$ cat config.mk
export PLATFORM = sky130hd
export DESIGN_NAME = joypad_port
export DESIGN_NICKNAME = d
export VERILOG_FILES = /design/src/source/nes_bus_pkg.sv /design/src/source/joypad_port.sv
export SDC_FILE = /design/constraint.sdc
export NUM_CORES = 1
export LEC_CHECK = 0
export CORE_ASPECT_RATIO = 0.9
export CORE_MARGIN = 3
export CORE_UTILIZATION = 59
export CTS_CLUSTER_DIAMETER = 200
export DETAILED_ROUTE_END_ITERATION = 6
export DONT_BUFFER_PORTS = 1
export PLACE_DENSITY = 0.76
export SETUP_SLACK_MARGIN = 0.05
export SYNTH_ARGS = -nofsm -noshare
export SYNTH_HDL_FRONTEND = slang
export SYNTH_SLANG_ARGS = --single-unit
$ cat constraint.sdc
create_clock -name clk -period 2.05 [get_ports clk]
set_clock_uncertainty 0.2 [all_clocks]
set_input_delay 0 -clock clk [delete_from_list [all_inputs] [get_ports clk]]
set_output_delay 0 -clock clk [all_outputs]
set_load 0.05 [all_outputs]
$ cat src/source/nes_bus_pkg.sv
//******************************
// shared memory bus package
// bus widths and the phase numbers
// of the clock-enable scheduler
//******************************

package nes_bus_pkg;

  // one byte per bus word
  localparam int DATA_W = 8;

  // small on-chip memory by default
  localparam int DEF_ADDR_W = 12;

  // scheduler phase counter
  localparam int PHASE_W = 3;

  localparam logic [PHASE_W-1:0] PHASE_LAST = 3'd4;  // counter wraps after this
  localparam logic [PHASE_W-1:0] PHASE_MEM  = 3'd0;  // memory slot
  localparam logic [PHASE_W-1:0] PHASE_NES  = 3'd4;  // core clock enable

endpackage

$ cat src/source/joypad_port.sv
//******************************
// joypad ports
// two NES serial shift registers
//******************************

`timescale 1ns/1ps

module joypad_port (
  input  logic                           clk,
  input  logic                           sys_resetn,
  input  logic                           joy_strobe,
  input  logic [1:0]                     joy_clk,
  input  logic [nes_bus_pkg::DATA_W-1:0] btn_force_1,
  input  logic [nes_bus_pkg::DATA_W-1:0] btn_force_2,
  input  logic [nes_bus_pkg::DATA_W-1:0] pad_btn_1,
  input  logic [nes_bus_pkg::DATA_W-1:0] pad_btn_2,
  output logic [1:0]                     joy_data
);

  import nes_bus_pkg::*;

  logic [DATA_W-1:0] shreg [2];
  logic [DATA_W-1:0] load_val [2];
  logic [1:0]        joy_clk_q;  // for edge detect

  assign load_val[0] = btn_force_1 | pad_btn_1;
  assign load_val[1] = btn_force_2 | pad_btn_2;

  always_ff @(posedge clk) begin
    if (!sys_resetn) begin
      shreg[0]  <= '0;
      shreg[1]  <= '0;
      joy_clk_q <= '0;
    end else begin
      joy_clk_q <= joy_clk;
      for (int i = 0; i < 2; i++) begin
        if (joy_strobe)
          shreg[i] <= load_val[i];
        if (joy_clk_q[i] && !joy_clk[i])
          shreg[i] <= {1'b0, shreg[i][DATA_W-1:1]};  // falling edge shifts
      end
    end
  end

  assign joy_data = {shreg[1][0], shreg[0][0]};

endmodule

After elaboration in Yosys (flattened, before gate mapping):

Memories as Yosys holds them, arrays and structs flattened.
Index checks and enable logic that the tools add are counted.

* bits in writable memories: 16
* output and inout port bits: 2
* register bits: 2
* latch bits: 0
* word-level logic and storage cells: 26
* bits of input ports: 37
* memories: 1
* memory bits (read-only): 0

Memory list
* shreg: depth 2, bits a word 8, rd ports 2, clocked after memory_dff 0, wr ports 2, line joypad_port.sv:22 `logic [DATA_W-1:0] shreg [2];`

* equality and inequality tests: 0
* add/subtract/negate cells: 0
* multipliers: 0
* shift-type cells: 0
* multiplexer cells: 14
* div/mod/pow operators: 0
* bitwise gates (word level): 6
* reductions and logical operators: 4
* order comparisons: 0

Operator list (number)
* 8-bit 2-to-1 mux: 4
* 8-bit bitwise OR: 2
* 1-bit 2-to-1 mux: 10
* 1-bit bitwise OR: 4
* 1-bit logical AND: 2
* 1-bit zero test: 2

Depth between registers and ports, before layout:

* word-level depth: 6
* depth in mapped cells: 3
* mapped depth without buffers: 2

Worst setup path after synthesis:

Ideal clock, no wire load.

* path type: flip-flop to flip-flop
* start: register joy_clk_q[0]
* end: memory shreg[0][0] (enable)
* setup time: 0.294 ns
* path slack: 0.552 ns
* path buffers: 1
* data required time: 1.556 ns
* cell stages (with the launch flop): 4
* period minus slack after synthesis: 1.498 ns
* arrival: 1.004 ns
* path through: dfxtp_1 -> nor2b_1 -> buf_6 -> or3b_1

RTL lines
* start, declared: line joypad_port.sv:24 `logic [1:0] joy_clk_q;`
* start signal, assigned: line joypad_port.sv:35 `joy_clk_q <= joy_clk;`
* end, declared: line joypad_port.sv:22

==> impl_results.md <==
- Storage cell area: 510 um2
- Hold Slack: 19.4 ps
- Final setup viols: 0
- Register area share after synthesis: 56.6%
- IR drop worst, VDD: 0.745 mV
- CTS tree: done
- CORE AREA: 1340 um2
- Vias in the first global route: 844
- Nets: 152
- Outcome: finished, final reports clean
- Gr usage total: 31.1%
- Post-CTS Resized: 0
- Final cell area excluding filler cells: 1290 um2
- Distinct cell type count after synthesis: 17
- Mapped Area: 902 um2
- Largest net degree at the start of global routing: 13
- CTS H-tree lvls: 1
- Count of final max-slew check failures: 0
- Vias: 851
- Fmax achieved: 520 MHz
- Area of the die: 2030 um2
- Hold Crit Class: in -> reg
- Number of synthesized register bits: 18
- Reg clk slew, reported paths: 110 ps
- Endpoint class of the critical path: flop
- Critical path peak fanout: 11
- Antenna Violating Nets Remaining: 0
- WP data arrival: 1910 ps
- Warnings from Yosys: 0
- MaxCap Viol Count: 0
- Startpoint Class: input port
- Longest Clk Path Bufs: 2
- Cell Rows: 12
- Leak: 0.540 nW
- Cells along the critical path: dlygate4sd3_1, or3b_1, o2111a_1, dlygate4sd3_1
- Syn Inst Count: 78
- DP Area: 891 um2
- Vias per cell: 6.65
- Final WS setup: 128 ps
- CP bufs+invs: 2
- Fill cell count: 25
- Multi-input logic area: 295 um2
- DR iter-0 viols: 48
- Total power: 806 uW
- CP max stage cell: dlygate4sd3_1
- Grt ovf: 0
- # clock sinks: 18
- Ant diodes: 0
- Die Y: 43.1 um
- Share of cells above drive strength 1: 6.14%
- IO Pins: 39
- Area Growth Syn to Fin: 42.7%
- Register share of total power: 56.4%
- Switching Power: 196 uW
- Global placement routability congestion: 0.732
- CP top delay family: buffers and inverters
- Remaining DRCs: 0
- Combinational power share: 16.3%
- CP peak stage delay: 830 ps
- Non-Filler Instances: 128
- Port Buf Inserts: 0
- Post-DR wirelength/cell: 23.1 um
- CTS Buf Count: 3
- Clk_lat worst skew: 290 ps
- Power per standard cell area: 626 nW/um2
- Placed wire-length estimate: 1120 um
- RSZ-0062 raised after global routing: false
- Min Tclk post-route: 1920 ps
- Sw frac: 24.3%
- Crit share post-route: 93.8%
- Die Wd: 47.2 um
- First-pass GRT wire length: 4220 um
- Starting density of the core: 67.5%
- Final hold viol count: 0
- Power share of the clock group: 27.4%
- Placed insts: 88
- Syn nets: 115
- Pre-antenna DRT Iters: 4
- Pin slew with the least headroom to its limit: 470 ps
- Setup Crit Path Kind: in -> reg
- Slew margin rel.: 68.6%
- Layout Utilization: 96.3%
- Clock Tree Root: clkbuf_4
- Setup TNS: 0 ps
- Post-Syn Area per Cell: 11.6 um2
- Final WL: 2950 um
- Internal power: 611 uW
- Initial antenna violation count: 0
- WP data required: 2030 ps
- Pre-CTS setup slack: 600 ps
- Crit path top cell by count: dlygate4sd3_1
cells in the final DEF (no fill, tap or decap):
master         Yosys  final
nand3b_1           3      3
o211ai_1           7      7
clkbuf_8           0      1
or3b_1             2      2
buf_4              3      2
clkbuf_4           0      3
o2111a_1           1      1
dfxtp_1            3      3
dlygate4sd3_1      0     36
edfxtp_1          15     15
nor2_1             8      8
inv_1             14     14
and2_1             2      2
mux2i_1            7      7
o32ai_1            7      7
nand2_2            1      1
nor2b_1            1      1
nor3_1             1      1
Yosys cell counts, drive strengths merged:
master / instances / area share [%]
o211ai: 7 / 5.8
nor2b: 1 / 0.69
nand2: 1 / 0.69
buf: 6 / 4.9
or3b: 2 / 1.9
o32ai: 7 / 6.8
nand3b: 3 / 2.5
o2111a: 1 / 1.2
dfxtp: 3 / 6.7
edfxtp: 15 / 50
nor3: 1 / 0.55
inv: 14 / 5.8
mux2i: 7 / 7.8
nor2: 8 / 3.3
and2: 2 / 1.4
power groups by stage:
| stage | clock network [mW] | registers [mW] | logic [mW] |
|---|---|---|---|
| 2_1_floorplan | 0 | 0.444 | 0.0697 |
| 3_3_place_gp | 0 | 0.459 | 0.0529 |
| 3_5_place_dp | 0 | 0.460 | 0.0551 |
| 4_1_cts | 0.217 | 0.451 | 0.115 |
| 5_1_grt | 0.235 | 0.456 | 0.139 |
| 6_report | 0.221 | 0.455 | 0.131 |
kinds of logic (layout without fill, tap and decap cells):
kind of cell,after synthesis,in the layout,synth area share (%)
flops,18,18,56.6
buf+inv,20,56,10.7
simple gates,18,18,11.1
mux,7,7,7.77
compound gates,15,15,13.9
per-layer routing:
| layer | up-vias | share of wire, % | GRT usage, % |
|---|---|---|---|
| met5 | - | 0 | 0 |
| met4 | 0 | 4.7 | 13.8 |
| met3 | 18 | 12 | 8.90 |
| met2 | 91 | 49 | 49.6 |
| met1 | 389 | 34 | 37.9 |
| li1 | 353 | - | - |
what timing repair did:
item / CTS / global route
hold buffers: 36 / 0
buffers inserted: 0 / 0
hold endpoints to repair: 25 / 0
area by class of cell:
type                    count  share of cell area [%]
flip-flops and latches     18                    39.7
repair buffers             38                    29.2
multi-input cells          40                    22.9
inverters                  14                    4.08
clock buffers               4                    2.82
well taps                  14                    1.36
flip-flops by register name (all words and copies together), names as in the netlist:
register	count
joy_clk_q	2
shreg	16
final timing paths:
check               start           to  slack (ps)  depth (start not counted)
max            joy_strobe  shreg[1][7]         130                          4
min            joy_strobe  shreg[0][7]          20                          1
max reg2reg  joy_clk_q[1]  shreg[1][7]         420                          4
min reg2reg   shreg[1][7]  shreg[1][6]         400                          2
No activity file was read; power rests on OpenSTA's default activity.
