**src/source/nes_bus_pkg.sv**
```systemverilog
//******************************
// shared memory bus package
// bus widths and the phase numbers
// of the clock-enable scheduler
//******************************

package nes_bus_pkg;

  // one byte per bus word
  localparam int DATA_W = 8;

  // small on-chip memory by default
  localparam int DEF_ADDR_W = 12;

  // scheduler phase counter
  localparam int PHASE_W = 3;

  localparam logic [PHASE_W-1:0] PHASE_LAST = 3'd4;  // counter wraps after this
  localparam logic [PHASE_W-1:0] PHASE_MEM  = 3'd0;  // memory slot
  localparam logic [PHASE_W-1:0] PHASE_NES  = 3'd4;  // core clock enable

endpackage

```
**src/source/nes_io_pkg.sv**
```systemverilog
//******************************
// board io package
// host register map, dualshock key
// bits, NES button bits, iNES header
//******************************

package nes_io_pkg;

  // host link register addresses
  localparam logic [7:0] REG_LOADER_CONF = 8'h35;
  localparam logic [7:0] REG_ROM_DATA    = 8'h37;
  localparam logic [7:0] REG_BTN_1       = 8'h40;
  localparam logic [7:0] REG_BTN_2       = 8'h41;

  // iNES header
  localparam int          HDR_LEN   = 16;
  localparam logic [31:0] NES_MAGIC = 32'h4E45531A;  // "NES" then 0x1a

  // dualshock key word, low byte first, active low
  localparam int KEY_SELECT   = 0;
  localparam int KEY_START    = 3;
  localparam int KEY_UP       = 4;
  localparam int KEY_RIGHT    = 5;
  localparam int KEY_DOWN     = 6;
  localparam int KEY_LEFT     = 7;
  localparam int KEY_TRIANGLE = 12;
  localparam int KEY_CIRCLE   = 13;
  localparam int KEY_CROSS    = 14;
  localparam int KEY_SQUARE   = 15;

  // NES joypad byte, as shifted out lsb first
  localparam int BTN_A      = 0;
  localparam int BTN_B      = 1;
  localparam int BTN_SELECT = 2;
  localparam int BTN_START  = 3;
  localparam int BTN_UP     = 4;
  localparam int BTN_DOWN   = 5;
  localparam int BTN_LEFT   = 6;
  localparam int BTN_RIGHT  = 7;

endpackage

```
**src/source/pad_mapper.sv**
```systemverilog
//******************************
// pad mapper
// dualshock keys to NES buttons for
// both players, with autofire
//******************************

`timescale 1ns/1ps

module pad_mapper #(
  parameter int AUTOFIRE_HALF = 64
) (
  input  logic                           clk,
  input  logic                           sys_resetn,
  input  logic [15:0]                    ds_keys_1,
  input  logic [15:0]                    ds_keys_2,
  output logic [nes_bus_pkg::DATA_W-1:0] pad_btn_1,
  output logic [nes_bus_pkg::DATA_W-1:0] pad_btn_2
);

  import nes_bus_pkg::*;
  import nes_io_pkg::*;

  localparam int CNT_W = $clog2(AUTOFIRE_HALF + 1);

  // 0/1 player 1 triangle/square, 2/3 player 2
  logic [3:0]       af_held;
  logic [3:0]       af_phase;  // set during the low half
  logic [3:0]       af_out;
  logic [CNT_W-1:0] af_cnt [4];

  function automatic logic [DATA_W-1:0] map_keys(input logic [15:0] keys,
                                                 input logic af_a, input logic af_b);
    logic [DATA_W-1:0] btn;
    btn             = '0;
    btn[BTN_RIGHT]  = ~keys[KEY_RIGHT];
    btn[BTN_LEFT]   = ~keys[KEY_LEFT];
    btn[BTN_DOWN]   = ~keys[KEY_DOWN];
    btn[BTN_UP]     = ~keys[KEY_UP];
    btn[BTN_START]  = ~keys[KEY_START];
    btn[BTN_SELECT] = ~keys[KEY_SELECT];
    btn[BTN_B]      = ~keys[KEY_CROSS] | af_b;   // cross, or square autofire
    btn[BTN_A]      = ~keys[KEY_CIRCLE] | af_a;  // circle, or triangle autofire
    return btn;
  endfunction

  assign af_held = {~ds_keys_2[KEY_SQUARE], ~ds_keys_2[KEY_TRIANGLE],
                    ~ds_keys_1[KEY_SQUARE], ~ds_keys_1[KEY_TRIANGLE]};

  always_ff @(posedge clk) begin
    for (int i = 0; i < 4; i++) begin
      if (!sys_resetn || !af_held[i]) begin
        af_cnt[i]   <= '0;  // next press starts on the high half
        af_phase[i] <= 1'b0;
      end else if (af_cnt[i] == CNT_W'(AUTOFIRE_HALF - 1)) begin
        af_cnt[i]   <= '0;
        af_phase[i] <= ~af_phase[i];
      end else begin
        af_cnt[i] <= af_cnt[i] + 1'b1;
      end
    end
  end

  assign af_out = af_held & ~af_phase;

  assign pad_btn_1 = map_keys(ds_keys_1, af_out[0], af_out[1]);
  assign pad_btn_2 = map_keys(ds_keys_2, af_out[2], af_out[3]);

endmodule

```
**config.mk**
```make
export PLATFORM = sky130hd
export DESIGN_NAME = pad_mapper
export DESIGN_NICKNAME = d
export VERILOG_FILES = /design/src/source/nes_bus_pkg.sv /design/src/source/nes_io_pkg.sv /design/src/source/pad_mapper.sv
export SDC_FILE = /design/constraint.sdc
export NUM_CORES = 1
export LEC_CHECK = 0
export BUFFER_PORTS_ARGS = -buffer_cell sky130_fd_sc_hd__buf_2
export CORE_MARGIN = 2
export CORE_UTILIZATION = 54
export CTS_CLUSTER_DIAMETER = 40
export CTS_CLUSTER_SIZE = 8
export DETAILED_ROUTE_END_ITERATION = 12
export PLACE_DENSITY_LB_ADDON = 0.1
export SETUP_SLACK_MARGIN = 0.05
export SLEW_MARGIN = 0
export SYNTH_ARGS = -nofsm -noshare
export SYNTH_HDL_FRONTEND = slang
export SYNTH_SLANG_ARGS = --single-unit
```
**constraint.sdc**
```tcl
create_clock -name clk -period 3.3 [get_ports clk]
set_input_delay 0.66 -clock clk [delete_from_list [all_inputs] [get_ports clk]]
set_output_delay 0.66 -clock clk [all_outputs]
set_load 0.02 [all_outputs]
```
==> Word level (Yosys, flattened, before mapping) <==
Memory sizes are Yosys's and may differ from the RTL's.
Index checks and enable logic that the tools add are counted.
{ "op_classes": {"n_addsub": 4, "n_eq_ne": 4, "mux": 40, "bitwise": 38, "reduce_logical": 5} }
{ "op_table": {"columns": ["operator", "n"], "rows": [
  ["2-to-1 mux 7 bit", 8],
  ["2-to-1 mux 1 bit", 32],
  ["adder 7 x 1 -> 7 bit, second input constant", 4],
  ["== test 7 x 6 -> 1 bit, second input constant", 4],
  ["inverter 1 bit", 24],
  ["OR 1 bit", 12],
  ["AND 4 bit", 1],
  ["logical OR 1 bit", 4],
  ["inverter 4 bit", 1],
  ["zero test 1 bit", 1]
]} }
{ "word_totals": {"register_bits": 4, "ramBits": 28, "inputBits": 34, "output_inout_bits": 16, "mem_count": 1} }
{ "mem_list": {"columns": ["memory", "depth", "word_bits", "read_ports", "rd_clocked_by_memory_dff", "write_ports", "line_no", "rtl"], "rows": [
  ["af_cnt", 4, 7, 4, 0, 4, "pad_mapper.sv:29", "logic [CNT_W-1:0] af_cnt [4];"]
]} }

==> Longest topological paths before layout <==
{ "logic_depth": {"depth_word": 6, "mapped_depth": 4, "mapped_depth_nobuf": 4} }

==> Least setup slack after synthesis <==
Ideal clock, no wire load.
{ "synth_timing": {"path_type": "input to output", "from": "in ds_keys_1[12]", "to": "out pad_btn_1[0] in the netlist's numbering", "t_arrival_ps": 1136, "t_required_ps": 2640, "setup_slack_ps": 1504, "cell_stages": 1, "n_path_buf": 0, "cell_sequence": "o21ai_0"} }
{ "synth_between": {"elab_chain_cells": 3} }
{ "synth_lines": {"columns": ["element", "line_no", "rtl"], "rows": [
  ["start: declaration", "pad_mapper.sv:14", "input logic [15:0] ds_keys_1,"],
  ["inverter 1 bit", "pad_mapper.sv:47", "~ds_keys_1[KEY_SQUARE], ~ds_keys_1[KEY_TRIANGLE]};"],
  ["AND 4 bit", "pad_mapper.sv:63", "assign af_out = af_held & ~af_phase;"],
  ["OR 1 bit", "pad_mapper.sv:42", "btn[BTN_A] = ~keys[KEY_CIRCLE] | af_a;"],
  ["end: declaration", "pad_mapper.sv:16", "output logic [nes_bus_pkg::DATA_W-1:0] pad_btn_1,"]
]} }
No other way between the ends.

==> Final worst setup path <==
{ "layout_timing": {"from": "in ds_keys_1[15]", "to": "out pad_btn_1[1] in the netlist's numbering"} }
{ "layout_between": {"elab_chain_cells": 3} }
{ "layout_lines": {"columns": ["element", "line_no", "rtl"], "rows": [
  ["inverter 1 bit", "pad_mapper.sv:47", null],
  ["AND 4 bit", "pad_mapper.sv:63", null],
  ["OR 1 bit", "pad_mapper.sv:41", "btn[BTN_B] = ~keys[KEY_CROSS] | af_b;"]
]} }
No other way between the ends.

==> out/metrics.csv <==
metric;value;unit
cts_setup_buffers;0;
die_w;58.53;microns
io_pins;50;
status;completed;
finalMaxSlewViolations;0;
cp_max_fo;3;
dpl.hpwl;2.165;mm
cts_sinks;32;
multiInputGateArea;721.9;sq um
grt-ovfl-total;0;
swShare;25.01;%
synth-compound-area-share;8.730;%
clk_latency;0.32;ns
hold_viol;0;
finalWeightedCongestion;0.7324;
drt_iter0_drc;24;
h-tree-depth;2;
synthAdderAreaFrac;3.118;%
critical_path_arrival;1.10;ns
total_power;0.7624;mW
switching_power;0.1906;mW
cts-buffers-inserted;5;
p_comb_share;11.3;%
fin_crit;1.757;ns
cp_common_cell;buf_2;
setup_viol;0;
post-route-period-util;53.24;%
core_area;2781;sq um
core.rowCount;19;
diodes;0;
wire_per_inst;10.90;microns
regArea;920.9;sq um
area_growth_syn_to_layout;23.07;%
nFillCells;224;
p_per_area;385.9;nW/um^2
synth_edf_count;28;
cts.root.buffer_cell;clkbuf_4;
synth_area;1605;sq um
slowest_delay;0.18;ns
grt_pass1_wl;4.698;mm
ctsResizeCount;0;
yosys_warnings;0;
async_flop_share;0;%
synthSimpleGateAreaFrac;20.03;%
io_buffer_count;37;
muxShareOfSynthArea;0;%
drc;0;
worstSetupEndpointType;primary output;
hold_path_class;flip-flop to flip-flop;
synth_top_flop_cell;edfxtp_1;
vias_per_cell;4.961;
cts_buffer_depth;2;
start_kind;input pin;
drive_above_1_share;20.54;%
antenna_left;0;
synth_top_family_by_area;simple AND/OR/NAND/NOR gates;
wl;2.780;mm
cts_tree;built;
syn-instance-count;153;
ctsHoldBuffers;0;
synthDistinctLibCells;21;
clock_skew;0.005959;ns
p_int;0.5717;mW
cp.required;2.64;ns
die_area;3425;sq um
dr.pass1.iters;4;
start_util;57.71;%
rsz0062_at_grt;false;
clk_pin_slew;0.09;ns
fp.dieH;58.53;microns
ys_seq_elements;32;
postSynthAreaPerCell;10.49;sq um
ys_seq_area_share;57.37;%
seqPwrFrac;62.8;%
nets;262;
final.setup.tns;0;ns
leakage;0.8562;nW
worstPathCellList;buf_2 -> o21ai_0 -> buf_2;
grt_max_degree;10;
pwr-share-clk;25.9;%
slew_headroom;66.15;%
synth_xor_area_share;6.547;%
grt_pass1_vias;1161;
drv_cap;0;
antenna_found_initial;0;
grt_use_total;18.28;%
worstMarginPinSlew;0.5024;ns
cpMaxStageDelayCell;buf_2;
crit_type;input pin to primary output;
vias;1265;
max_freq;569.1;MHz
ir_drop;0.3454;mV
[critical path, delay by kind of cell]
kind / cells / cell delay [ns]
AO/OA/AOI/OAI: 1 / 0.14
buffers and inverters: 2 / 0.29
[power groups by stage]
stage | clock network, mW | registers (mW) | logic [mW]
2_1_floorplan | 0 | 0.484 | 0.0561
3_3_place_gp | 0 | 0.487 | 0.0824
3_5_place_dp | 0 | 0.488 | 0.0852
4_1_cts | 0.205 | 0.479 | 0.0858
5_1_grt | 0.217 | 0.483 | 0.0978
6_report | 0.197 | 0.479 | 0.0861
[sequential cells by signal, summed over array words and instances (netlist names)]
register,flops
af_cnt,28
af_phase,4
[logic make-up after synthesis]
group / Yosys count
compound gates: 26
xor+xnor: 12
fa+ha+maj: 4
buf+inv: 17
flops: 32
other cells: 1
simple gates: 61
[placed cells by master, fill, tap and decap left out]
cell type / instances
o21bai_1: 2
dfxtp_1: 4
nor3b_1: 2
o211a_1: 1
xnor2_1: 4
nand3b_1: 3
nor2b_1: 2
o21ai_0: 14
edfxtp_1: 28
a21oi_1: 9
conb_1: 28
or3_1: 8
nand3_2: 3
buf_2: 37
nand2b_1: 5
clkbuf_4: 5
xor2_1: 8
nand3_1: 7
inv_1: 17
nor2_1: 22
clkinv_1: 2
ha_1: 4
nand4_2: 1
nand2_1: 8
[cell usage after synthesis, types with 3 or more instances]
library cell / n / area [sq um]
edfxtp_1: 28 / 840.8
ha_1: 4 / 50.05
or3_1: 8 / 50.05
nand3b_1: 3 / 22.52
dfxtp_1: 4 / 80.08
xor2_1: 8 / 70.07
nand3_2: 3 / 30.03
a21oi_1: 9 / 45.04
nand2_1: 8 / 30.03
o21ai_0: 14 / 70.07
nor2_1: 22 / 82.58
nand3_1: 7 / 35.03
xnor2_1: 4 / 35.03
inv_1: 17 / 63.81
nand2b_1: 5 / 31.28
[layout make-up]
class,count,share of cell area (%)
inverters,17,3.230
clock buffers,5,1.900
repair buffers,37,9.373
multi-input cells,131,36.54
flip-flops and latches,32,46.61
clock inverters,2,0.3800
well taps,31,1.963
[per-stage QoR]
| stage | instance area (sq um) | util (%) | std cells | setup slack [ns] | hold slack, ns |
|---|---|---|---|---|---|
| after floorplan | 1707 | - | 180 | 1.504 | 0.4550 |
| after global placement | 1931 | 69.41 | 248 | 1.578 | 0.4645 |
| after detailed placement | 1931 | 69.41 | 248 | 1.540 | 0.4904 |
| after CTS | 1976 | 71.03 | 255 | 1.535 | 0.5048 |
| after global routing | 1976 | 71.03 | 255 | 1.507 | 0.5372 |
| final | 1976 | 71.03 | 255 | 1.543 | 0.5001 |
[routing by layer]
metal  vias to the layer above  part of all wire (%)  GRT usage (%)
li1                        642                     -              -
met1                       572                    42          21.00
met2                        47                    48          32.10
met3                         4                   8.1          5.934
met4                         0                   1.4          5.980
met5                         -                     0              0
[worst paths after layout]
check                 from           end  slack [ns]  cells past startpoint
min reg2reg    af_phase[3]   af_phase[3]        0.50                      2
min            af_phase[3]   af_phase[3]        0.50                      2
max reg2reg   af_cnt[1][0]  af_cnt[1][1]        1.78                      4
max          ds_keys_1[15]  pad_btn_1[1]        1.54                      3
No activity file was read; power rests on OpenSTA's default activity.
