`src/source/nes_bus_pkg.sv`:
```
//******************************
// shared memory bus package
// bus widths and the phase numbers
// of the clock-enable scheduler
//******************************

package nes_bus_pkg;

  // one byte per bus word
  localparam int DATA_W = 8;

  // small on-chip memory by default
  localparam int DEF_ADDR_W = 12;

  // scheduler phase counter
  localparam int PHASE_W = 3;

  localparam logic [PHASE_W-1:0] PHASE_LAST = 3'd4;  // counter wraps after this
  localparam logic [PHASE_W-1:0] PHASE_MEM  = 3'd0;  // memory slot
  localparam logic [PHASE_W-1:0] PHASE_NES  = 3'd4;  // core clock enable

endpackage

```
`src/source/nes_io_pkg.sv`:
```
//******************************
// board io package
// host register map, dualshock key
// bits, NES button bits, iNES header
//******************************

package nes_io_pkg;

  // host link register addresses
  localparam logic [7:0] REG_LOADER_CONF = 8'h35;
  localparam logic [7:0] REG_ROM_DATA    = 8'h37;
  localparam logic [7:0] REG_BTN_1       = 8'h40;
  localparam logic [7:0] REG_BTN_2       = 8'h41;

  // iNES header
  localparam int          HDR_LEN   = 16;
  localparam logic [31:0] NES_MAGIC = 32'h4E45531A;  // "NES" then 0x1a

  // dualshock key word, low byte first, active low
  localparam int KEY_SELECT   = 0;
  localparam int KEY_START    = 3;
  localparam int KEY_UP       = 4;
  localparam int KEY_RIGHT    = 5;
  localparam int KEY_DOWN     = 6;
  localparam int KEY_LEFT     = 7;
  localparam int KEY_TRIANGLE = 12;
  localparam int KEY_CIRCLE   = 13;
  localparam int KEY_CROSS    = 14;
  localparam int KEY_SQUARE   = 15;

  // NES joypad byte, as shifted out lsb first
  localparam int BTN_A      = 0;
  localparam int BTN_B      = 1;
  localparam int BTN_SELECT = 2;
  localparam int BTN_START  = 3;
  localparam int BTN_UP     = 4;
  localparam int BTN_DOWN   = 5;
  localparam int BTN_LEFT   = 6;
  localparam int BTN_RIGHT  = 7;

endpackage

```
`src/source/rom_loader.sv`:
```
//******************************
// rom loader
// checks the iNES header, reports the
// mapper flags, stores the payload
//******************************

`timescale 1ns/1ps

module rom_loader #(
  parameter int ADDR_W   = nes_bus_pkg::DEF_ADDR_W,
  parameter int PRG_UNIT = 256,
  parameter int CHR_UNIT = 128
) (
  input  logic                           clk,
  input  logic                           sys_resetn,
  input  logic                           loader_hold,
  input  logic [nes_bus_pkg::DATA_W-1:0] rom_byte,
  input  logic                           rom_strobe,
  output logic [ADDR_W-1:0]              ld_addr,
  output logic [nes_bus_pkg::DATA_W-1:0] ld_data,
  output logic                           ld_write,
  output logic [15:0]                    mapper_flags,
  output logic                           loader_done,
  output logic                           loader_error
);

  import nes_io_pkg::*;

  localparam int HDR_W  = $clog2(HDR_LEN + 1);
  localparam int SIZE_W = 10 + $clog2(PRG_UNIT + CHR_UNIT);  // room for 255 of each unit

  logic [HDR_W-1:0]  hdr_cnt;    // header bytes seen
  logic              magic_bad;
  logic [7:0]        prg_cnt;
  logic [7:0]        chr_cnt;
  logic [ADDR_W-1:0] wr_addr;
  logic [SIZE_W-1:0] remaining;  // payload bytes still to come
  logic [SIZE_W-1:0] payload_size;
  logic [7:0]        magic_byte;
  logic              in_header;

  assign in_header    = hdr_cnt < HDR_W'(HDR_LEN);
  assign magic_byte   = NES_MAGIC[8 * (3 - hdr_cnt[1:0]) +: 8];  // byte 0 is the 'N'
  assign payload_size = SIZE_W'(prg_cnt) * SIZE_W'(PRG_UNIT) +
                        SIZE_W'(chr_cnt) * SIZE_W'(CHR_UNIT);

  always_ff @(posedge clk) begin
    ld_write <= 1'b0;
    if (!sys_resetn || loader_hold) begin
      hdr_cnt      <= '0;
      magic_bad    <= 1'b0;
      mapper_flags <= '0;
      wr_addr      <= '0;
      remaining    <= '0;
      loader_done  <= 1'b0;
      loader_error <= 1'b0;
    end else begin
      if (ld_write && remaining == '0)
        loader_done <= 1'b1;  // last byte went out last cycle
      if (rom_strobe && !loader_error && !loader_done) begin
        if (in_header) begin
          hdr_cnt <= hdr_cnt + 1'b1;
          if (hdr_cnt < HDR_W'(4)) begin
            magic_bad <= magic_bad | (rom_byte != magic_byte);
            if (hdr_cnt == HDR_W'(3) && (magic_bad || rom_byte != magic_byte))
              loader_error <= 1'b1;
          end
          if (hdr_cnt == HDR_W'(6))
            mapper_flags[7:0] <= rom_byte;
          if (hdr_cnt == HDR_W'(7))
            mapper_flags[15:8] <= rom_byte;
          if (hdr_cnt == HDR_W'(HDR_LEN - 1)) begin
            remaining <= payload_size;
            if (payload_size == '0)
              loader_done <= 1'b1;  // nothing to store
          end
        end else if (remaining != '0) begin
          ld_write  <= 1'b1;
          wr_addr   <= wr_addr + 1'b1;
          remaining <= remaining - 1'b1;
        end
      end
    end
  end

  // payload side, qualified by ld_write and the header count
  always_ff @(posedge clk) begin
    if (rom_strobe) begin
      ld_addr <= wr_addr;
      ld_data <= rom_byte;
      if (hdr_cnt == HDR_W'(4))
        prg_cnt <= rom_byte;
      if (hdr_cnt == HDR_W'(5))
        chr_cnt <= rom_byte;
    end
  end

endmodule

```
`config.mk`:
```
export PLATFORM = sky130hd
export DESIGN_NAME = rom_loader
export DESIGN_NICKNAME = d
export VERILOG_FILES = /design/src/source/nes_bus_pkg.sv /design/src/source/nes_io_pkg.sv /design/src/source/rom_loader.sv
export SDC_FILE = /design/constraint.sdc
export NUM_CORES = 1
export LEC_CHECK = 0
export ABC_AREA = 1
export ABC_CLOCK_PERIOD_IN_PS = 1900
export BUFFER_PORTS_ARGS = -buffer_cell sky130_fd_sc_hd__buf_2
export CAP_MARGIN = 20
export CORE_MARGIN = 3
export CORE_UTILIZATION = 58
export DETAILED_ROUTE_END_ITERATION = 7
export HOLD_SLACK_MARGIN = 0.06
export PLACE_DENSITY = 0.89
export RECOVER_POWER = 50
export SLEW_MARGIN = 20
export SYNTH_ARGS = -nofsm -noshare
export SYNTH_HDL_FRONTEND = slang
export SYNTH_SLANG_ARGS = --single-unit
```
`constraint.sdc`:
```
create_clock -name clk -period 1.9 [get_ports clk]
set_input_delay 0.19 -clock clk [delete_from_list [all_inputs] [get_ports clk]]
set_output_delay 0.19 -clock clk [all_outputs]
set_load 0.01 [all_outputs]
```
=== After elaboration in Yosys (flattened, before gate mapping) ===
Cells that the tools add are included.

* Flip-flop bits (word level): 92
* Memories: 0
* Bits of input ports: 12
* RAM bits: 0
* Word-level logic and storage cells: 64
* ROM bits: 0
* Output and inout port bits: 39
* Latch bits: 0

* $mul: 0
* Order comparisons: 2
* Shifts and indexed selects: 1
* Add/subtract/negate cells: 5
* Bitwise operators: 3
* Divide/modulo/power cells: 0
* Muxes and demuxes: 9
* Equal/unequal tests: 8
* Reduce and logical (&&, ||, !) cells: 23

{| class="wikitable"
|+ Operator list
! kind !! number
|-
| $mux W19 || 3
|-
| $logic_not A19 Y1 || 2
|-
| $shiftx A32 B33 Y8 const A || 1
|-
| $eq A5 B3 Y1 const B || 4
|-
| $reduce_bool A19 Y1 || 1
|-
| $sub A19 B1 Y19 const B || 1
|-
| $add A16 B15 Y17 || 1
|-
| $reduce_and A3 Y1 || 5
|-
| $add A12 B1 Y12 const B || 1
|-
| $ne A8 B8 Y1 || 1
|-
| $mux W1 || 6
|-
| $reduce_and A2 Y1 || 3
|-
| $add A5 B1 Y5 const B || 1
|-
| $eq A5 B2 Y1 const B || 1
|-
| $eq A5 B4 Y1 const B || 1
|-
| $lt A5 B3 Y1 const B || 1
|-
| $lt A5 B5 Y1 const B || 1
|-
| $logic_and A1 B1 Y1 || 4
|-
| $reduce_and A4 Y1 || 1
|-
| $logic_not A1 Y1 || 3
|-
| $reduce_or A3 Y1 || 1
|-
| $sub A2 B2 Y3 const A || 1
|-
| $logic_or A1 B1 Y1 || 2
|-
| $ne A2 B1 Y1 const B || 1
|-
| other kinds (3) || 4
|}

=== Depth between registers and ports, before layout ===
* Depth after elaboration: 7
* Depth in mapped cells: 12

=== Worst setup path before layout ===
OpenSTA, ideal clock, no wires.

* Kind: reg2reg
* Start point: register prg_cnt[0]
* End point: register loader_done
* Slack: 202 ps
* Path buffers: 0
* Cell stages (with the launch flop): 12
* Data arrival time: 1625 ps
* Path through: edfxtp_1 ha_1 fa_1 nand2_1 nand2_1 nand3_1 nand2_1 nand2_1 nand2_1 nor2_1 nand3_1 a21oi_1

* Longest elaborated chain between the ends: 6

{| class="wikitable"
|+ RTL lines
! what !! RTL line !! text
|-
| from (decl) || rom_loader.sv:34 || <nowiki>logic [7:0] prg_cnt;</nowiki>
|-
| from (signal assigned) || rom_loader.sv:92 || <nowiki>prg_cnt <= rom_byte;</nowiki>
|-
| $add A16 B15 Y17 || rom_loader.sv:44 || <nowiki>assign payload_size = SIZE_W'(prg_cnt) * SIZE_W'(PRG_UNIT) +</nowiki>
|-
| $logic_not A19 Y1 || rom_loader.sv:74 || <nowiki>if (payload_size == '0)</nowiki>
|-
| $mux W1 || rom_loader.sv:74 ||
|-
| $mux W1 || rom_loader.sv:72 || <nowiki>if (hdr_cnt == HDR_W'(HDR_LEN - 1)) begin</nowiki>
|-
| $mux W1 || rom_loader.sv:61 || <nowiki>if (in_header) begin</nowiki>
|-
| $mux W1 || rom_loader.sv:60 || <nowiki>if (rom_strobe && !loader_error && !loader_done) begin</nowiki>
|-
| to (signal assigned) || rom_loader.sv:55 || <nowiki>loader_done <= 1'b0;</nowiki>
|-
| to (signal assigned) || rom_loader.sv:59 || <nowiki>loader_done <= 1'b1;</nowiki>
|-
| to (signal assigned) || rom_loader.sv:75 || <nowiki>loader_done <= 1'b1;</nowiki>
|-
| to (decl) || rom_loader.sv:23 || <nowiki>output logic loader_done,</nowiki>
|}

Every way passes these cells.
A chain may end at the register's enable or synchronous reset.

=== Final worst setup path ===
Ends and elaborated chain as after synthesis.

==> impl_metrics.py <==
metrics = {
    "detailed_routing": {
        "dr.pass1.iters": 5,
        "drt_wl_total_um": 10200,
        "vias_per_cell": 5.48,
        "ant_nets": 0,
        "drc": 0,
        "drtIter0Drc": 316,
        "wire_per_inst_um": 14.2,
        "dr_total_vias": 3949,
    },
    "power": {
        "power_density_nw_per_um2": 724,
        "sw_frac_of_total": 0.222,
        "clkPwrFrac": 0.394,
        "power_uw": 3670,
        "p_seq_frac": 0.568,
        "leakagePower_uw": 0.00215,
        "intPower_uw": 2850,
        "switchingPower_uw": 815,
        "combPwrFrac": 0.038,
        "peakVddDrop_mv": 0.688,
    },
    "clock_tree": {
        "cts_buffers": 9,
        "clockBufferDepth": 2,
        "clkLatencyLatePin_ns": 0.36,
        "cts_tree": "done",
        "root_buffer": "clkbuf_8",
        "path_clk_slew_ns": 0.09,
        "cts_setup_buffers": 0,
        "htree_num_levels": 3,
        "cts_hold_buf": 0,
        "cts_sinks": 92,
    },
    "floorplanning": {
        "dieArea_sq_um": 8850,
        "core-area_sq_um": 7410,
        "start_util": 0.608,
        "rows": 31,
        "die_h_um": 94.1,
        "ios": 51,
        "die_x_um": 94.1,
    },
    "worst_setup_path": {
        "crit_arrival_ns": 2.11,
        "rrSetupSlack_ns": 0.08,
        "r2r-end": "loader_done$_SDFF_PP0_",
        "worstPathRequired_ns": 2.19,
        "crit_fanout": 3,
        "worst-r2r-cell-count": 9,
        "worstReg2RegStart": "prg_cnt[0]$_DFFE_PP_",
        "critPathKind": "flip-flop to flip-flop",
        "endpoint_kind": "flip-flop",
        "start_kind": "flip-flop",
    },
    "logic_synthesis": {
        "postSynthAreaPerCell_sq_um": 8.07,
        "synth.net_count": 587,
        "synth_cells": 558,
        "synth_ff_type": "dfxtp_1",
        "ys_seq_area_frac": 0.489,
        "synth_edf_count": 36,
        "synth_seq_cells": 92,
        "async_reset_ff_frac": 0,
        "synth_top_cell_by_area": "dfxtp_1",
        "yosysWarnings": 0,
        "syn_area_sq_um": 4500,
        "synth_top_area_frac": 0.249,
        "synth_cell_type_count": 37,
        "yosys-top-cells-area": "dfxtp_1, edfxtp_1, nand2_1",
    },
    "grt": {
        "antenna_found_initial": 0,
        "grt_max_degree": 35,
        "grt.overflow.total": 0,
        "grt_pass1_wl_um": 17100,
        "grt_pass1_vias": 3835,
        "track_usage": 0.244,
    },
    "flow_run": {
        "maxCapViolCount": 0,
    },
    "timing": {
        "max-slew-margin-rel": 0.151,
        "skew_ns": 0.0103,
        "tightest_slew_ns": 1.27,
        "period_minus_slack_ns": 1.82,
        "fin_tns_setup_ns": 0,
        "hold_viol_final": 0,
        "setup_viol": 0,
        "rsz0062_at_grt": "yes",
        "fmax_ghz": 0.550,
        "maxSlewViolCount": 0,
        "min_period_over_period": 0.957,
    },
    "hold_path": {
        "min_path_cells": 1,
        "min-delay-start": "rom_byte[7]",
        "min_to": "ld_data[7]$_DFFE_PP_",
        "hold_class": "primary input to flip-flop",
    },
    "outcome": {
        "status": "finished, final reports clean",
    },
    "final_layout": {
        "nets": 645,
        "nFillCells": 562,
        "register_area_sq_um": 2200,
        "stdcell_count": 720,
        "layout-drive-gt1-share": 0.124,
        "n_antenna_cell": 0,
        "syn_to_final_growth_pct": 12.5,
        "multi_input_comb_area_sq_um": 1990,
        "design_area_sq_um": 5060,
        "utilization": 0.684,
    },
    "placement": {
        "io_buffers": 50,
        "dp_hpwl_um": 7280,
        "dpl.cell_count": 704,
        "placed_area_sq_um": 4860,
        "globalplace.congestion": 0.912,
    },
}
[cells in the final DEF (no fill, tap or decap), types with 2 or more instances in the layout]
cell type | synthesis | final
nand2_1 | 118 | 116
nor2_1 | 85 | 83
inv_1 | 58 | 58
dfxtp_1 | 56 | 54
nand3_1 | 40 | 39
a21oi_1 | 38 | 38
edfxtp_1 | 36 | 36
clkbuf_1 | 4 | 34
o21ai_0 | 33 | 33
buf_2 | 0 | 17
ha_1 | 16 | 15
nor3_1 | 11 | 11
clkbuf_8 | 0 | 10
buf_4 | 2 | 8
nor2_2 | 5 | 7
inv_2 | 6 | 6
nand4_1 | 6 | 6
xnor2_1 | 5 | 5
xor2_1 | 4 | 4
nand2_2 | 2 | 4
nand3b_1 | 4 | 4
nor3_2 | 3 | 3
nand3_2 | 2 | 3
nor2_4 | 2 | 2
nand2_4 | 2 | 2
nor3b_1 | 2 | 2
o21ai_1 | 2 | 2
dfxtp_2 | 0 | 2
[power groups by stage]
stage          clock network (uW)  logic [uW]  registers (uW)
2_1_floorplan                   0        55.0            2140
3_3_place_gp                    0         138            2120
3_5_place_dp                    0         143            2120
4_1_cts                      1470         145            2080
5_1_grt                      1560         154            2080
6_report                     1450         140            2080
[cell usage after synthesis, types with 2 or more instances]
master	number
nand3b_1	4
buf_6	4
nor2_2	5
buf_1	2
nand2_1	118
o21ai_1	2
inv_2	6
nor3_1	11
a21oi_1	38
nand2_4	2
nor3_2	3
dfxtp_1	56
xnor2_1	5
inv_1	58
nand2_2	2
nor2_1	85
nor2_4	2
ha_1	16
nor3b_1	2
buf_4	2
nand3_1	40
edfxtp_1	36
nand3_2	2
xor2_1	4
clkbuf_1	4
nand4_1	6
o21ai_0	33
[logic make-up after synthesis]
kind of cell	count (synthesis)	synth area share
AND/OR/NAND/NOR	285	0.280
flip-flops	92	0.489
AO/OA/AOI/OAI	77	0.0892
buffers and inverters	77	0.0725
adder cells (fa/ha/maj)	17	0.0489
XOR/XNOR	9	0.0175
multiplexers	1	0.00222
[worst max-delay path by stage]
stage | endpoint | startpoint | slack, ns | depth (start not counted)
floorplan | loader_done$_SDFF_PP0_ | prg_cnt[0]$_DFFE_PP_ | 0.20 | 11
global placement | remaining[14]$_SDFFE_PP0P_ | prg_cnt[0]$_DFFE_PP_ | 0.13 | 12
detailed placement | loader_done$_SDFF_PP0_ | prg_cnt[0]$_DFFE_PP_ | -0.03 | 11
CTS | loader_done$_SDFF_PP0_ | prg_cnt[0]$_DFFE_PP_ | 0.02 | 11
global route | loader_done$_SDFF_PP0_ | chr_cnt[1]$_DFFE_PP_ | -0.02 | 11
finish | loader_done$_SDFF_PP0_ | prg_cnt[0]$_DFFE_PP_ | 0.08 | 9
[metal layers]
layer	vias up	track usage	part of all wire
li1	1939	-	-
met3	28	0.0537	0.071
met2	170	0.414	0.50
met1	1812	0.305	0.41
met4	0	0.0842	0.020
met5	-	0	0
[flip-flops by register name, summed over array words and instances (netlist names), 5 cells and up]
| register | flops |
|---|---|
| hdr_cnt | 5 |
| mapper_flags | 16 |
| prg_cnt | 8 |
| ld_data | 8 |
| remaining | 19 |
| ld_addr | 12 |
| chr_cnt | 8 |
| wr_addr | 12 |
[per-stage QoR]
step           hold slack [ns]  worst slack, ns
2_1_floorplan            0.289            0.202
3_3_place_gp             0.442            0.135
3_5_place_dp             0.439          -0.0317
4_1_cts                 0.0641           0.0232
5_1_grt                  0.139          -0.0206
6_report                 0.164           0.0819
[critical path, cell delays in order (launching register included)]
cell and delay, ns:
edfxtp_1 0.39, ha_2 0.21, fa_2 0.42, nor2_2 0.14, nand3_1 0.10, nor2_2 0.09
nand3_1 0.08, nor2_1 0.10, nand3_1 0.10, a21oi_1 0.14
[repair_timing]
item                       4_1_cts  5_1_grt
pin swaps                        0        3
setup endpoints to repair        2        3
resized for setup                3        6
[cell type report]
| cell class | instances | share of cell area |
|---|---|---|
| multi-input cells | 389 | 0.394 |
| flip-flops and latches | 92 | 0.435 |
| clock inverters | 5 | 0.0126 |
| inverters | 65 | 0.0482 |
| clock buffers | 11 | 0.0321 |
| repair buffers | 59 | 0.0539 |
| well taps | 99 | 0.0245 |
Power figures use the tool's default switching activity.
