`src/source/nes_bus_pkg.sv`:
```
//******************************
// shared memory bus package
// bus widths and the phase numbers
// of the clock-enable scheduler
//******************************

package nes_bus_pkg;

  // one byte per bus word
  localparam int DATA_W = 8;

  // small on-chip memory by default
  localparam int DEF_ADDR_W = 12;

  // scheduler phase counter
  localparam int PHASE_W = 3;

  localparam logic [PHASE_W-1:0] PHASE_LAST = 3'd4;  // counter wraps after this
  localparam logic [PHASE_W-1:0] PHASE_MEM  = 3'd0;  // memory slot
  localparam logic [PHASE_W-1:0] PHASE_NES  = 3'd4;  // core clock enable

endpackage

```
`src/source/mem_arbiter.sv`:
```
//******************************
// memory arbiter
// five-phase clock-enable scheduler
// and loader / NES port selection
//******************************

`timescale 1ns/1ps

module mem_arbiter #(
  parameter int ADDR_W = nes_bus_pkg::DEF_ADDR_W
) (
  input  logic                           clk,
  input  logic                           sys_resetn,
  input  logic                           loader_done,
  input  logic [ADDR_W-1:0]              ld_addr,
  input  logic [nes_bus_pkg::DATA_W-1:0] ld_data,
  input  logic                           ld_write,
  input  logic [ADDR_W-1:0]              nes_addr,
  input  logic                           nes_read_cpu,
  input  logic                           nes_read_ppu,
  input  logic                           nes_write,
  input  logic [nes_bus_pkg::DATA_W-1:0] nes_wdata,
  output logic                           run_nes,
  output logic [ADDR_W-1:0]              ram_addr,
  output logic [nes_bus_pkg::DATA_W-1:0] ram_wdata,
  output logic                           ram_write,
  output logic                           ram_read_cpu,
  output logic                           ram_read_ppu
);

  import nes_bus_pkg::*;

  logic [PHASE_W-1:0] phase;
  logic               nes_reset;
  logic               run_mem;
  logic               nes_go;  // NES owns the port this cycle

  // core stays in reset until a rom is in memory
  assign nes_reset = ~loader_done;

  // 0 mem | 1 | 2 | 3 | 4 nes | 0 mem ...
  always_ff @(posedge clk) begin
    if (!sys_resetn || nes_reset)
      phase <= PHASE_MEM;
    else if (phase == PHASE_LAST)
      phase <= '0;
    else
      phase <= phase + 1'b1;
  end

  assign run_mem = (phase == PHASE_MEM) && !nes_reset;
  assign run_nes = (phase == PHASE_NES) && !nes_reset;

  // loader writes win in any cycle
  assign nes_go = run_mem && !ld_write;

  assign ram_addr     = ld_write ? ld_addr : nes_addr;
  assign ram_wdata    = ld_write ? ld_data : nes_wdata;
  assign ram_write    = ld_write | (nes_write & nes_go);
  assign ram_read_cpu = nes_read_cpu & nes_go;
  assign ram_read_ppu = nes_read_ppu & nes_go;

endmodule

```
`config.mk`:
```
export PLATFORM = sky130hd
export DESIGN_NAME = mem_arbiter
export DESIGN_NICKNAME = d
export VERILOG_FILES = /design/src/source/nes_bus_pkg.sv /design/src/source/mem_arbiter.sv
export SDC_FILE = /design/constraint.sdc
export NUM_CORES = 1
export LEC_CHECK = 0
export BUFFER_PORTS_ARGS = -buffer_cell sky130_fd_sc_hd__buf_2
export CORE_MARGIN = 5
export CORE_UTILIZATION = 29
export DETAILED_ROUTE_END_ITERATION = 7
export PLACE_DENSITY = 0.82
export SYNTH_ARGS = -nofsm -noshare
export SYNTH_HDL_FRONTEND = slang
export SYNTH_SLANG_ARGS = --single-unit
export TNS_END_PERCENT = 1
```
`constraint.sdc`:
```
create_clock -name clk -period 2.36 [get_ports clk]
set_input_delay 0.118 -clock clk [delete_from_list [all_inputs] [get_ports clk]]
set_output_delay 0.118 -clock clk [all_outputs]
set_load 0.03 [all_outputs]
```
== After elaboration in Yosys (flattened, before gate mapping) ==
Index checks and enable logic that the tools add are counted.

* Latch bits: 0
* Register bits: 3
* Bits of input ports: 47
* Word-level logic and storage cells: 18
* Memory bits (writable): 0
* Memories: 0
* Memory bits (read-only): 0
* Output and inout port bits: 24

* Reductions and logical operators: 8
* Mux-type cells: 2
* Add/subtract/negate cells: 1
* $mul: 0
* Bitwise logic cells: 5
* Divide/modulo/power cells: 0
* Eq/ne operators: 1
* Magnitude comparators: 0
* Shift-type cells: 0

{| class="wikitable"
|+ Operators by type and width
! operator !! count
|-
| 12-bit 2-to-1 mux || 1
|-
| 8-bit 2-to-1 mux || 1
|-
| 3-bit by 1-bit adder with 3-bit output (second input constant) || 1
|-
| 1-bit bitwise AND || 3
|-
| 3-bit equality test (second input constant) || 1
|-
| 1-bit logical AND || 3
|-
| 3-bit logical NOT || 1
|-
| 1-bit logical NOT || 2
|-
| 2-bit OR reduction || 1
|-
| 1-bit logical OR || 1
|-
| 1-bit NOT || 1
|-
| 1-bit OR || 1
|}

== Logic depth before layout (Yosys ltp) ==
Gate-level depths: netlist (run 1).

* Depth after elaboration: 5
* Mapped depth: 4
* Mapped depth without buffers: 4

== Worst setup path after synthesis (run 1) ==
Ideal clock, no wire load.

* Path kind: register to output
* From: register phase[0]
* To: output port ram_read_cpu
* Arrival time: 1.082 ns
* Path slack: 1.160 ns
* Required time: 2.242 ns
* Cell stages (with the launch flop): 5
* Buffers on the path: 0
* Cell sequence: dfxtp_1 -> inv_1 -> ha_1 -> and4bb_2 -> and2_1

* Word-level cells in the longest chain between the ends: 4

{| class="wikitable"
|+ Ends and longest elaborated chain
! what !! RTL line !! source
|-
| from (decl) || mem_arbiter.sv:33 || <nowiki>logic [PHASE_W-1:0] phase;</nowiki>
|-
| from (signal assigned) || mem_arbiter.sv:48 || <nowiki>phase <= phase + 1'b1;</nowiki>
|-
| 3-bit logical NOT || mem_arbiter.sv:51 || <nowiki>assign run_mem = (phase == PHASE_MEM) && !nes_reset;</nowiki>
|-
| 1-bit logical AND || mem_arbiter.sv:51 ||
|-
| 1-bit logical AND || mem_arbiter.sv:55 || <nowiki>assign nes_go = run_mem && !ld_write;</nowiki>
|-
| 1-bit bitwise AND || mem_arbiter.sv:60 || <nowiki>assign ram_read_cpu = nes_read_cpu & nes_go;</nowiki>
|-
| to (decl) || mem_arbiter.sv:27 || <nowiki>output logic ram_read_cpu,</nowiki>
|}

No other way between the ends.

== Worst setup path after layout (run 1) ==
* From: register phase[0]
* To: output port ram_read_ppu

* Word-level cells in the longest chain between the ends: 4

{| class="wikitable"
|+ Ends and longest elaborated chain
! what !! RTL line !! source
|-
| 3-bit logical NOT || mem_arbiter.sv:51 ||
|-
| 1-bit logical AND || mem_arbiter.sv:51 ||
|-
| 1-bit logical AND || mem_arbiter.sv:55 ||
|-
| 1-bit bitwise AND || mem_arbiter.sv:61 || <nowiki>assign ram_read_ppu = nes_read_ppu & nes_go;</nowiki>
|-
| to (decl) || mem_arbiter.sv:28 || <nowiki>output logic ram_read_ppu</nowiki>
|}

No other way between the ends.

==> results of run 1 <==
[worst max-delay path: stages, from the launching register on]
cell,delay [ns]
dfxtp_1,0.34
inv_1,0.06
ha_1,0.25
and4bb_2,0.25
and2_1,0.15
buf_2,0.17
[per-stage QoR]
stage / hold slack, ns / utilization / instance area (um^2) / total power, mW / std cells
final: 0.174 / 0.596 / 805 / 0.312 / 129
after global routing: 0.184 / 0.596 / 805 / 0.336 / 129
after CTS: 0.175 / 0.596 / 805 / 0.318 / 129
after detailed placement: 0.419 / 0.576 / 778 / 0.227 / 125
after global placement: 0.412 / 0.576 / 778 / 0.224 / 125
after floorplan: 0.287 / - / 424 / 0.164 / 42
[final timing paths]
| path | end | slack [ns] | from | depth (start not counted) |
|---|---|---|---|---|
| worst max-delay path | ram_read_ppu | 0.80 | phase[0] | 5 |
| worst min-delay path | phase[2] | 0.17 | sys_resetn | 3 |
| worst max register to register | phase[2] | 1.15 | phase[0] | 4 |
| worst min register to register | phase[0] | 0.45 | phase[0] | 1 |
[routing by layer]
| metal | vias to the layer above | share of wire | GRT usage |
|---|---|---|---|
| met5 | - | 0 | 0 |
| met4 | 0 | 0 | 0.0323 |
| met3 | 0 | 0.086 | 0.0258 |
| met2 | 25 | 0.55 | 0.245 |
| met1 | 233 | 0.37 | 0.151 |
| li1 | 296 | - | - |
[final cells by class]
type                            count  area (um^2)
Clock buffer                        4         26.3
Fill cell                         124          546
Inverter                            4         15.0
Multi-Input combinational cell     33          334
Sequential cell                     3         60.1
Tap cell                           15         18.8
Timing Repair Buffer               70          350
[cells in the mapped netlist]
library cell	instances
dfxtp_1	3
inv_1	4
nand2_1	1
ha_1	2
or3b_1	1
buf_4	2
and2_1	2
mux2_2	20
a21oi_2	1
nand2b_1	1
and3_1	1
a211oi_1	2
and4bb_2	1
a41o_1	1
[where the power goes]
group          total (mW)  leakage (nW)  switching, mW  internal [mW]
Clock              0.0871        0.0150         0.0239         0.0632
Combinational       0.171         0.409         0.0962         0.0748
Sequential         0.0539        0.0245        0.00112         0.0527
[cell families (layout without fill, tap and decap cells)]
group	Yosys count	after routing
AND/OR/NAND/NOR	7	7
multiplexers	20	20
buffers and inverters	6	78
adder cells (fa/ha/maj)	2	2
AO/OA/AOI/OAI	4	4
flip-flops	3	3
[cells in the final DEF (no fill, tap or decap)]
cell type  instances
a211oi_1           2
a21oi_2            1
a41o_1             1
and2_1             2
and3_1             1
and4bb_2           1
buf_2             70
clkbuf_1           1
clkbuf_4           3
dfxtp_1            3
ha_1               2
inv_1              4
mux2_2            20
nand2_1            1
nand2b_1           1
or3b_1             1
==> impl_metrics.tcl, run 1 <==
set metrics [dict create \
    yosys.area_share.adder 0.0590 \
    synth_top_area_cell "mux2_2" \
    maxCapViolations 0 \
    ctsRootBufferMaster "clkbuf_4" \
    reg_top3 "phase x3" \
    finalHoldViolations 0 \
    routedWlPerCell_um 11.3 \
    fp.coreArea_um2 1350 \
    grt_start_max_net_pins 23 \
    synth_cells 42 \
    hold_path_class "in2reg" \
    synthXorXnorAreaFrac 0 \
    ant_nets 0 \
    crit_path_start_kind "flop" \
    viasPerCell 4.29 \
    max_freq_mhz 642 \
    synth-seq-area-share 0.142 \
    drt_iter0_drc 2 \
    grt_usage 0.132 \
    hold_buffers 0 \
    syn_avg_cell_area_um2 10.1 \
    setup_viol 0 \
    min_period_ns 1.56 \
    placementRows 13 \
    die_w_um 48.2 \
    netlist_top_cells_area "mux2_2 (53%), dfxtp_1 (14%), ha_1 (5.9%)" \
    status "completed" \
    skew_ns 0.00207 \
    dieArea_um2 2330 \
    post_cts_buffers 0 \
    drt-total-wl_mm 1.46 \
    cp.arrival_ns 1.44 \
    crit_type "reg2out" \
    maxSlewHeadroom 0.714 \
    numCtsBuffers 3 \
    port_buffers 70 \
    cts_sinks 3 \
    p_leak_nw 0.449 \
    gp_congestion 0.744 \
    endpoint_kind "output port" \
    largest_reg_flops 3 \
    firstDrtPassIters 3 \
    grt_pass1_vias 578 \
    maxSlewViolCount 0 \
    critical_path_required_ns 2.24 \
    synth_top_family_by_area "multiplexers" \
    start_util 0.314 \
    io_pins 71 \
    die_h_um 48.2 \
    largest-register "phase" \
    fin_nets 164 \
    antenna_found_initial 0 \
    vias 554 \
    rsz0062_at_grt "no" \
    cts_resized 0 \
    cp_max_fo 6 \
    path_clk_slew_ns 0.04 \
    synth_nets 91 \
    tritoncts "done" \
    ys.warnings.count 0 \
    synth_compound_area_frac 0.0796 \
    layout-drive-gt1-share 0.833 \
    diodes 0 \
    synth_mux_area_frac 0.531 \
    cellPowerDensity_nw_per_um2 388 \
    vdd_drop_max_mv 0.153 \
    setup_ws_ns 0.801 \
    cts_buffer_depth 2 \
    synth_seq_cells 3 \
    worstSkewPairLatency_ns 0.23 \
    syn2layout_area_growth_pct 89.7 \
    synth_simple_gate_area_frac 0.118 \
    htree_levels 1 \
    yosysTopAreaCellShare 0.531 \
    hpwl_mm 1.33 \
    syn_area_um2 424 \
    place_ws_ns 1.02 \
    fin_crit_sh 0.660 \
    synth_cell_type_count 14 \
    tns_ns 0 \
    overflow 0 \
    tightest_slew_ns 0.430 \
    grt_pass1_wl_mm 2.21 \
    drc 0 \
]
Note: power is estimated with default switching activity, not from simulation.
==> inputs of run 2 (changes only) <==
- CORE_UTILIZATION: 29 -> 27
- PLACE_DENSITY: 0.82 -> 0.77
- clock period: 2.36 -> 1.55 ns (I/O delays scaled with it)
==> impl_metrics.tcl, run 2 (synthesis results as in run 1) <==
set metrics [dict create \
    tritoncts "done" \
    vdd_drop_max_mv 0.339 \
    crit_path_cell_trace "inv_1, ha_2, and4bb_2, and2_1, buf_2" \
    finalHoldViolations 0 \
    final_common_cell "buf_2" \
    overflow 0 \
    final_cell_mix "buf_2 (70), mux2_2 (20), inv_1 (4)" \
    placed_cells 126 \
    min_period_ns 1.49 \
    slowest_delay_ns 0.35 \
    firstDrtPassIters 2 \
    fin_nets 164 \
    cts_resized 1 \
    cp.arrival_ns 1.41 \
    syn2layout_area_growth_pct 90.6 \
    layout-drive-gt1-share 0.842 \
    numCtsBuffers 3 \
    path_clk_slew_ns 0.04 \
    io_pins 71 \
    tightest_slew_ns 0.436 \
    routedWlPerCell_um 12.0 \
    r2r_start "phase[0]" \
    start_util 0.282 \
    cts_buffer_depth 2 \
    antenna_found_initial 0 \
    skew_ns 0.00125 \
    status "completed" \
    grt_usage 0.126 \
    hold_buffers 0 \
    cellPowerDensity_nw_per_um2 597 \
    setup_viol 0 \
    placementRows 14 \
    diodes 0 \
    crit_start "phase[0]" \
    critical_path_required_ns 1.47 \
    htree_levels 1 \
    endpoint_kind "output port" \
    hp-start "sys_resetn" \
    ant_nets 0 \
    maxSlewViolCount 0 \
    dieArea_um2 2460 \
    die_w_um 49.6 \
    fp.coreArea_um2 1510 \
    hold_path_class "in2reg" \
    largest-register "phase" \
    crit_type "reg2out" \
    grt_pass1_vias 626 \
    drt_iter0_drc 3 \
    p_leak_nw 0.448 \
    die_h_um 49.6 \
    tns_ns 0 \
    drc 0 \
    grt_pass1_wl_mm 2.49 \
    fin_crit_sh 0.960 \
    maxCapViolations 0 \
    drt-total-wl_mm 1.56 \
    reg_top3 "phase x3" \
    port_buffers 70 \
    cp_max_fo 6 \
    maxSlewHeadroom 0.709 \
    fillers 140 \
    grt_start_max_net_pins 23 \
    worstSkewPairLatency_ns 0.23 \
    max_freq_mhz 672 \
    fin_cells 130 \
    post_cts_buffers 0 \
    hpwl_mm 1.37 \
    cts_sinks 3 \
    viasPerCell 4.42 \
    crit_path_start_kind "flop" \
    gp_congestion 0.691 \
    rsz0062_at_grt "no" \
    vias 574 \
    largest_reg_flops 3 \
    crit_slowest_cell "dfxtp_1" \
    ctsRootBufferMaster "clkbuf_4" \
]
## run 2: path summary, 6_finish.rpt
check,to,slack (ns),depth (start not counted)
hold / removal,phase[2],0.15,3
hold reg to reg,phase[0],0.47,1
setup / recovery,ram_read_ppu,0.06,5
setup reg to reg,phase[2],0.37,4
## run 2: layout make-up
class | count | area [um^2] | share of cell area
clock buffers | 4 | 26.3 | 0.0325
inverters | 4 | 15.0 | 0.0186
multi-input cells | 33 | 337 | 0.416
flip-flops and latches | 3 | 60.1 | 0.0743
well taps | 16 | 20.0 | 0.0248
repair buffers | 70 | 350 | 0.433
## run 2: through the flow
stage / utilization / hold WS (ns) / cell area (um^2) / power (mW) / setup WS (ns)
floorplan: - / 0.247 / 424 / 0.250 / 0.391
global placement: 0.517 / 0.376 / 779 / 0.342 / 0.306
detailed placement: 0.517 / 0.401 / 779 / 0.347 / 0.246
CTS: 0.537 / 0.151 / 808 / 0.494 / 0.0486
global route: 0.537 / 0.158 / 808 / 0.519 / 0.00389
finish: 0.537 / 0.154 / 808 / 0.483 / 0.0613
## run 2: report_power, final
group	internal, mW	switching (mW)
clock network	0.0965	0.0418
logic	0.115	0.148
registers	0.0803	0.00180
## run 2: layer usage
layer	track usage	part of all wire	vias up
met5	0	0	-
met4	0.0131	0	0
met3	0.0723	0.10	0
met2	0.252	0.54	30
met1	0.106	0.35	247
li1	-	-	297
## run 2: worst max-delay path: cells and delay by family (launching register included)
| family | cells | cell delay [ns] |
|---|---|---|
| AND/OR/NAND/NOR | 2 | 0.39 |
| buffers and inverters | 2 | 0.23 |
| flip-flops | 1 | 0.35 |
| adder cells (fa/ha/maj) | 1 | 0.21 |
==> inputs of run 3 (changes only) <==
- CTS_BUF_LIST: not set -> sky130_fd_sc_hd__clkbuf_8 sky130_fd_sc_hd__clkbuf_16
- RECOVER_POWER: not set -> 25
==> impl_metrics.tcl, run 3 (synthesis results as in run 1) <==
set metrics [dict create \
    fin_nets 164 \
    port_buffers 70 \
    swShare 0.353 \
    die_h_um 49.6 \
    cts_buffer_depth 2 \
    hold_buffers 0 \
    drt_iter0_drc 3 \
    drc 0 \
    setup_viol 0 \
    ant_nets 0 \
    gp_congestion 0.691 \
    syn2layout_area_growth_pct 94.1 \
    power_frac_comb 0.466 \
    hold_path_class "in2reg" \
    post_cts_buffers 0 \
    largest-register "phase" \
    p_leak_nw 0.451 \
    dieArea_um2 2460 \
    fin_crit_sh 0.946 \
    worstSkewPairLatency_ns 0.21 \
    final_common_cell "buf_2" \
    use_met1 0.106 \
    critical_path_required_ns 1.47 \
    numCtsBuffers 3 \
    finalHoldViolations 0 \
    cts_sinks 3 \
    tritoncts "done" \
    worstHoldPathCells 3 \
    multi_input_area_um2 337 \
    ctsRootBufferMaster "clkbuf_8" \
    worstHoldEndpoint "phase[2]" \
    die_w_um 49.6 \
    cts_resized 0 \
    start_util 0.282 \
    gr-usage-met2 0.252 \
    maxSlewViolCount 0 \
    skew_ns 0.00205 \
    grt_usage 0.124 \
    cellPowerDensity_nw_per_um2 679 \
    busiest_layer "met2" \
    cellInternalPower_uw 361 \
    crit_type "reg2out" \
    crit_slowest_cell "dfxtp_1" \
    seq_power_share 0.147 \
    slowest_delay_ns 0.35 \
    path_clk_slew_ns 0.03 \
    io_pins 71 \
    grt_pass1_vias 626 \
    hp-start "sys_resetn" \
    grt_start_max_net_pins 23 \
    maxCapViolations 0 \
    drt-total-wl_mm 1.56 \
    r2r_start "phase[0]" \
    viasPerCell 4.39 \
    rsz0062_at_grt "no" \
    largest_reg_flops 3 \
    reg2reg_depth 4 \
    placed_cell_area_um2 779 \
    max_freq_mhz 682 \
    reg2reg_setup_slack_ns 0.37 \
    min_period_ns 1.47 \
    status "completed" \
    vdd_drop_max_mv 0.401 \
    endpoint_kind "output port" \
    antenna_found_initial 0 \
    maxSlewHeadroom 0.674 \
    tightest_slew_ns 0.489 \
    layout-drive-gt1-share 0.816 \
    grt_util_met3 0.0633 \
    diodes 0 \
    hpwl_mm 1.37 \
    reg_top3 "phase x3" \
    cp.arrival_ns 1.39 \
    firstDrtPassIters 2 \
    overflow 0 \
    routedWlPerCell_um 12.0 \
    vias 571 \
    crit_path_cell_trace "inv_1, ha_2, and4bb_2, and2_1, buf_2" \
    placementRows 14 \
    tns_ns 0 \
    fin_area_um2 823 \
    final_cell_mix "buf_2 (66), mux2_2 (20), inv_1 (5)" \
    power_switching_uw 198 \
    fp.coreArea_um2 1510 \
    cp_max_fo 6 \
    p_clk_frac 0.387 \
    grt_pass1_wl_mm 2.48 \
    seq_area_um2 60.1 \
    r2r_end "phase[2]" \
    fillers 143 \
    crit_path_start_kind "flop" \
    htree_levels 1 \
]
## run 3: changes by cell type in the layout (fill, tap and decap cells not counted), sizes merged
cell	delta
buf	-4
inv	+1
clkbuf	+3
## run 3: final cells by class
class / instances / area share
inverter: 4 / 0.0182
clock buffer: 3 / 0.0502
timing repair buffer: 70 / 0.421
multi-input combinational: 33 / 0.409
sequential: 3 / 0.0729
tap: 16 / 0.0243
clock inverter: 1 / 0.00456
## run 3: worst max path at each step
stage,startpoint,end,slack [ns],cells after the start
floorplan,phase[0],ram_read_cpu,0.39,4
global placement,phase[0],ram_read_cpu,0.31,5
finish,phase[0],ram_read_ppu,0.08,5
global route,phase[0],ram_read_ppu,0.04,5
CTS,phase[0],ram_read_ppu,0.02,5
detailed placement,phase[0],ram_read_ppu,0.25,5
## run 3: through the flow
stage / std cells / util / hold slack [ns] / setup WS, ns / power [mW]
finish: 130 / 0.547 / 0.178 / 0.0838 / 0.559
global route: 130 / 0.547 / 0.192 / 0.0373 / 0.595
CTS: 130 / 0.547 / 0.180 / 0.0171 / 0.571
detailed placement: 126 / 0.517 / 0.401 / 0.246 / 0.347
global placement: 126 / 0.517 / 0.376 / 0.306 / 0.342
floorplan: 42 / - / 0.247 / 0.391 / 0.250
## run 3: worst max-delay path: cells and delay by family (launching register included)
family,cells,cell delay (ns)
DFF,1,0.35
buffers and inverters,2,0.23
adders and majority gates,1,0.21
and+or+nand+nor,2,0.39
## run 3: metal layers
layer | part of all wire | routed length, um
met1 | 0.36 | 556
met3 | 0.099 | 154
met4 | 0 | 0
met5 | 0 | 0
met2 | 0.54 | 847
## run 3: power by group through the flow
stage                     sequential [mW]  clock [mW]  combinational, mW
after global routing               0.0823       0.231              0.281
after CTS                          0.0822       0.224              0.265
after global placement             0.0829           0              0.259
final                              0.0822       0.216              0.261
after floorplan                    0.0828           0              0.167
after detailed placement           0.0832           0              0.264
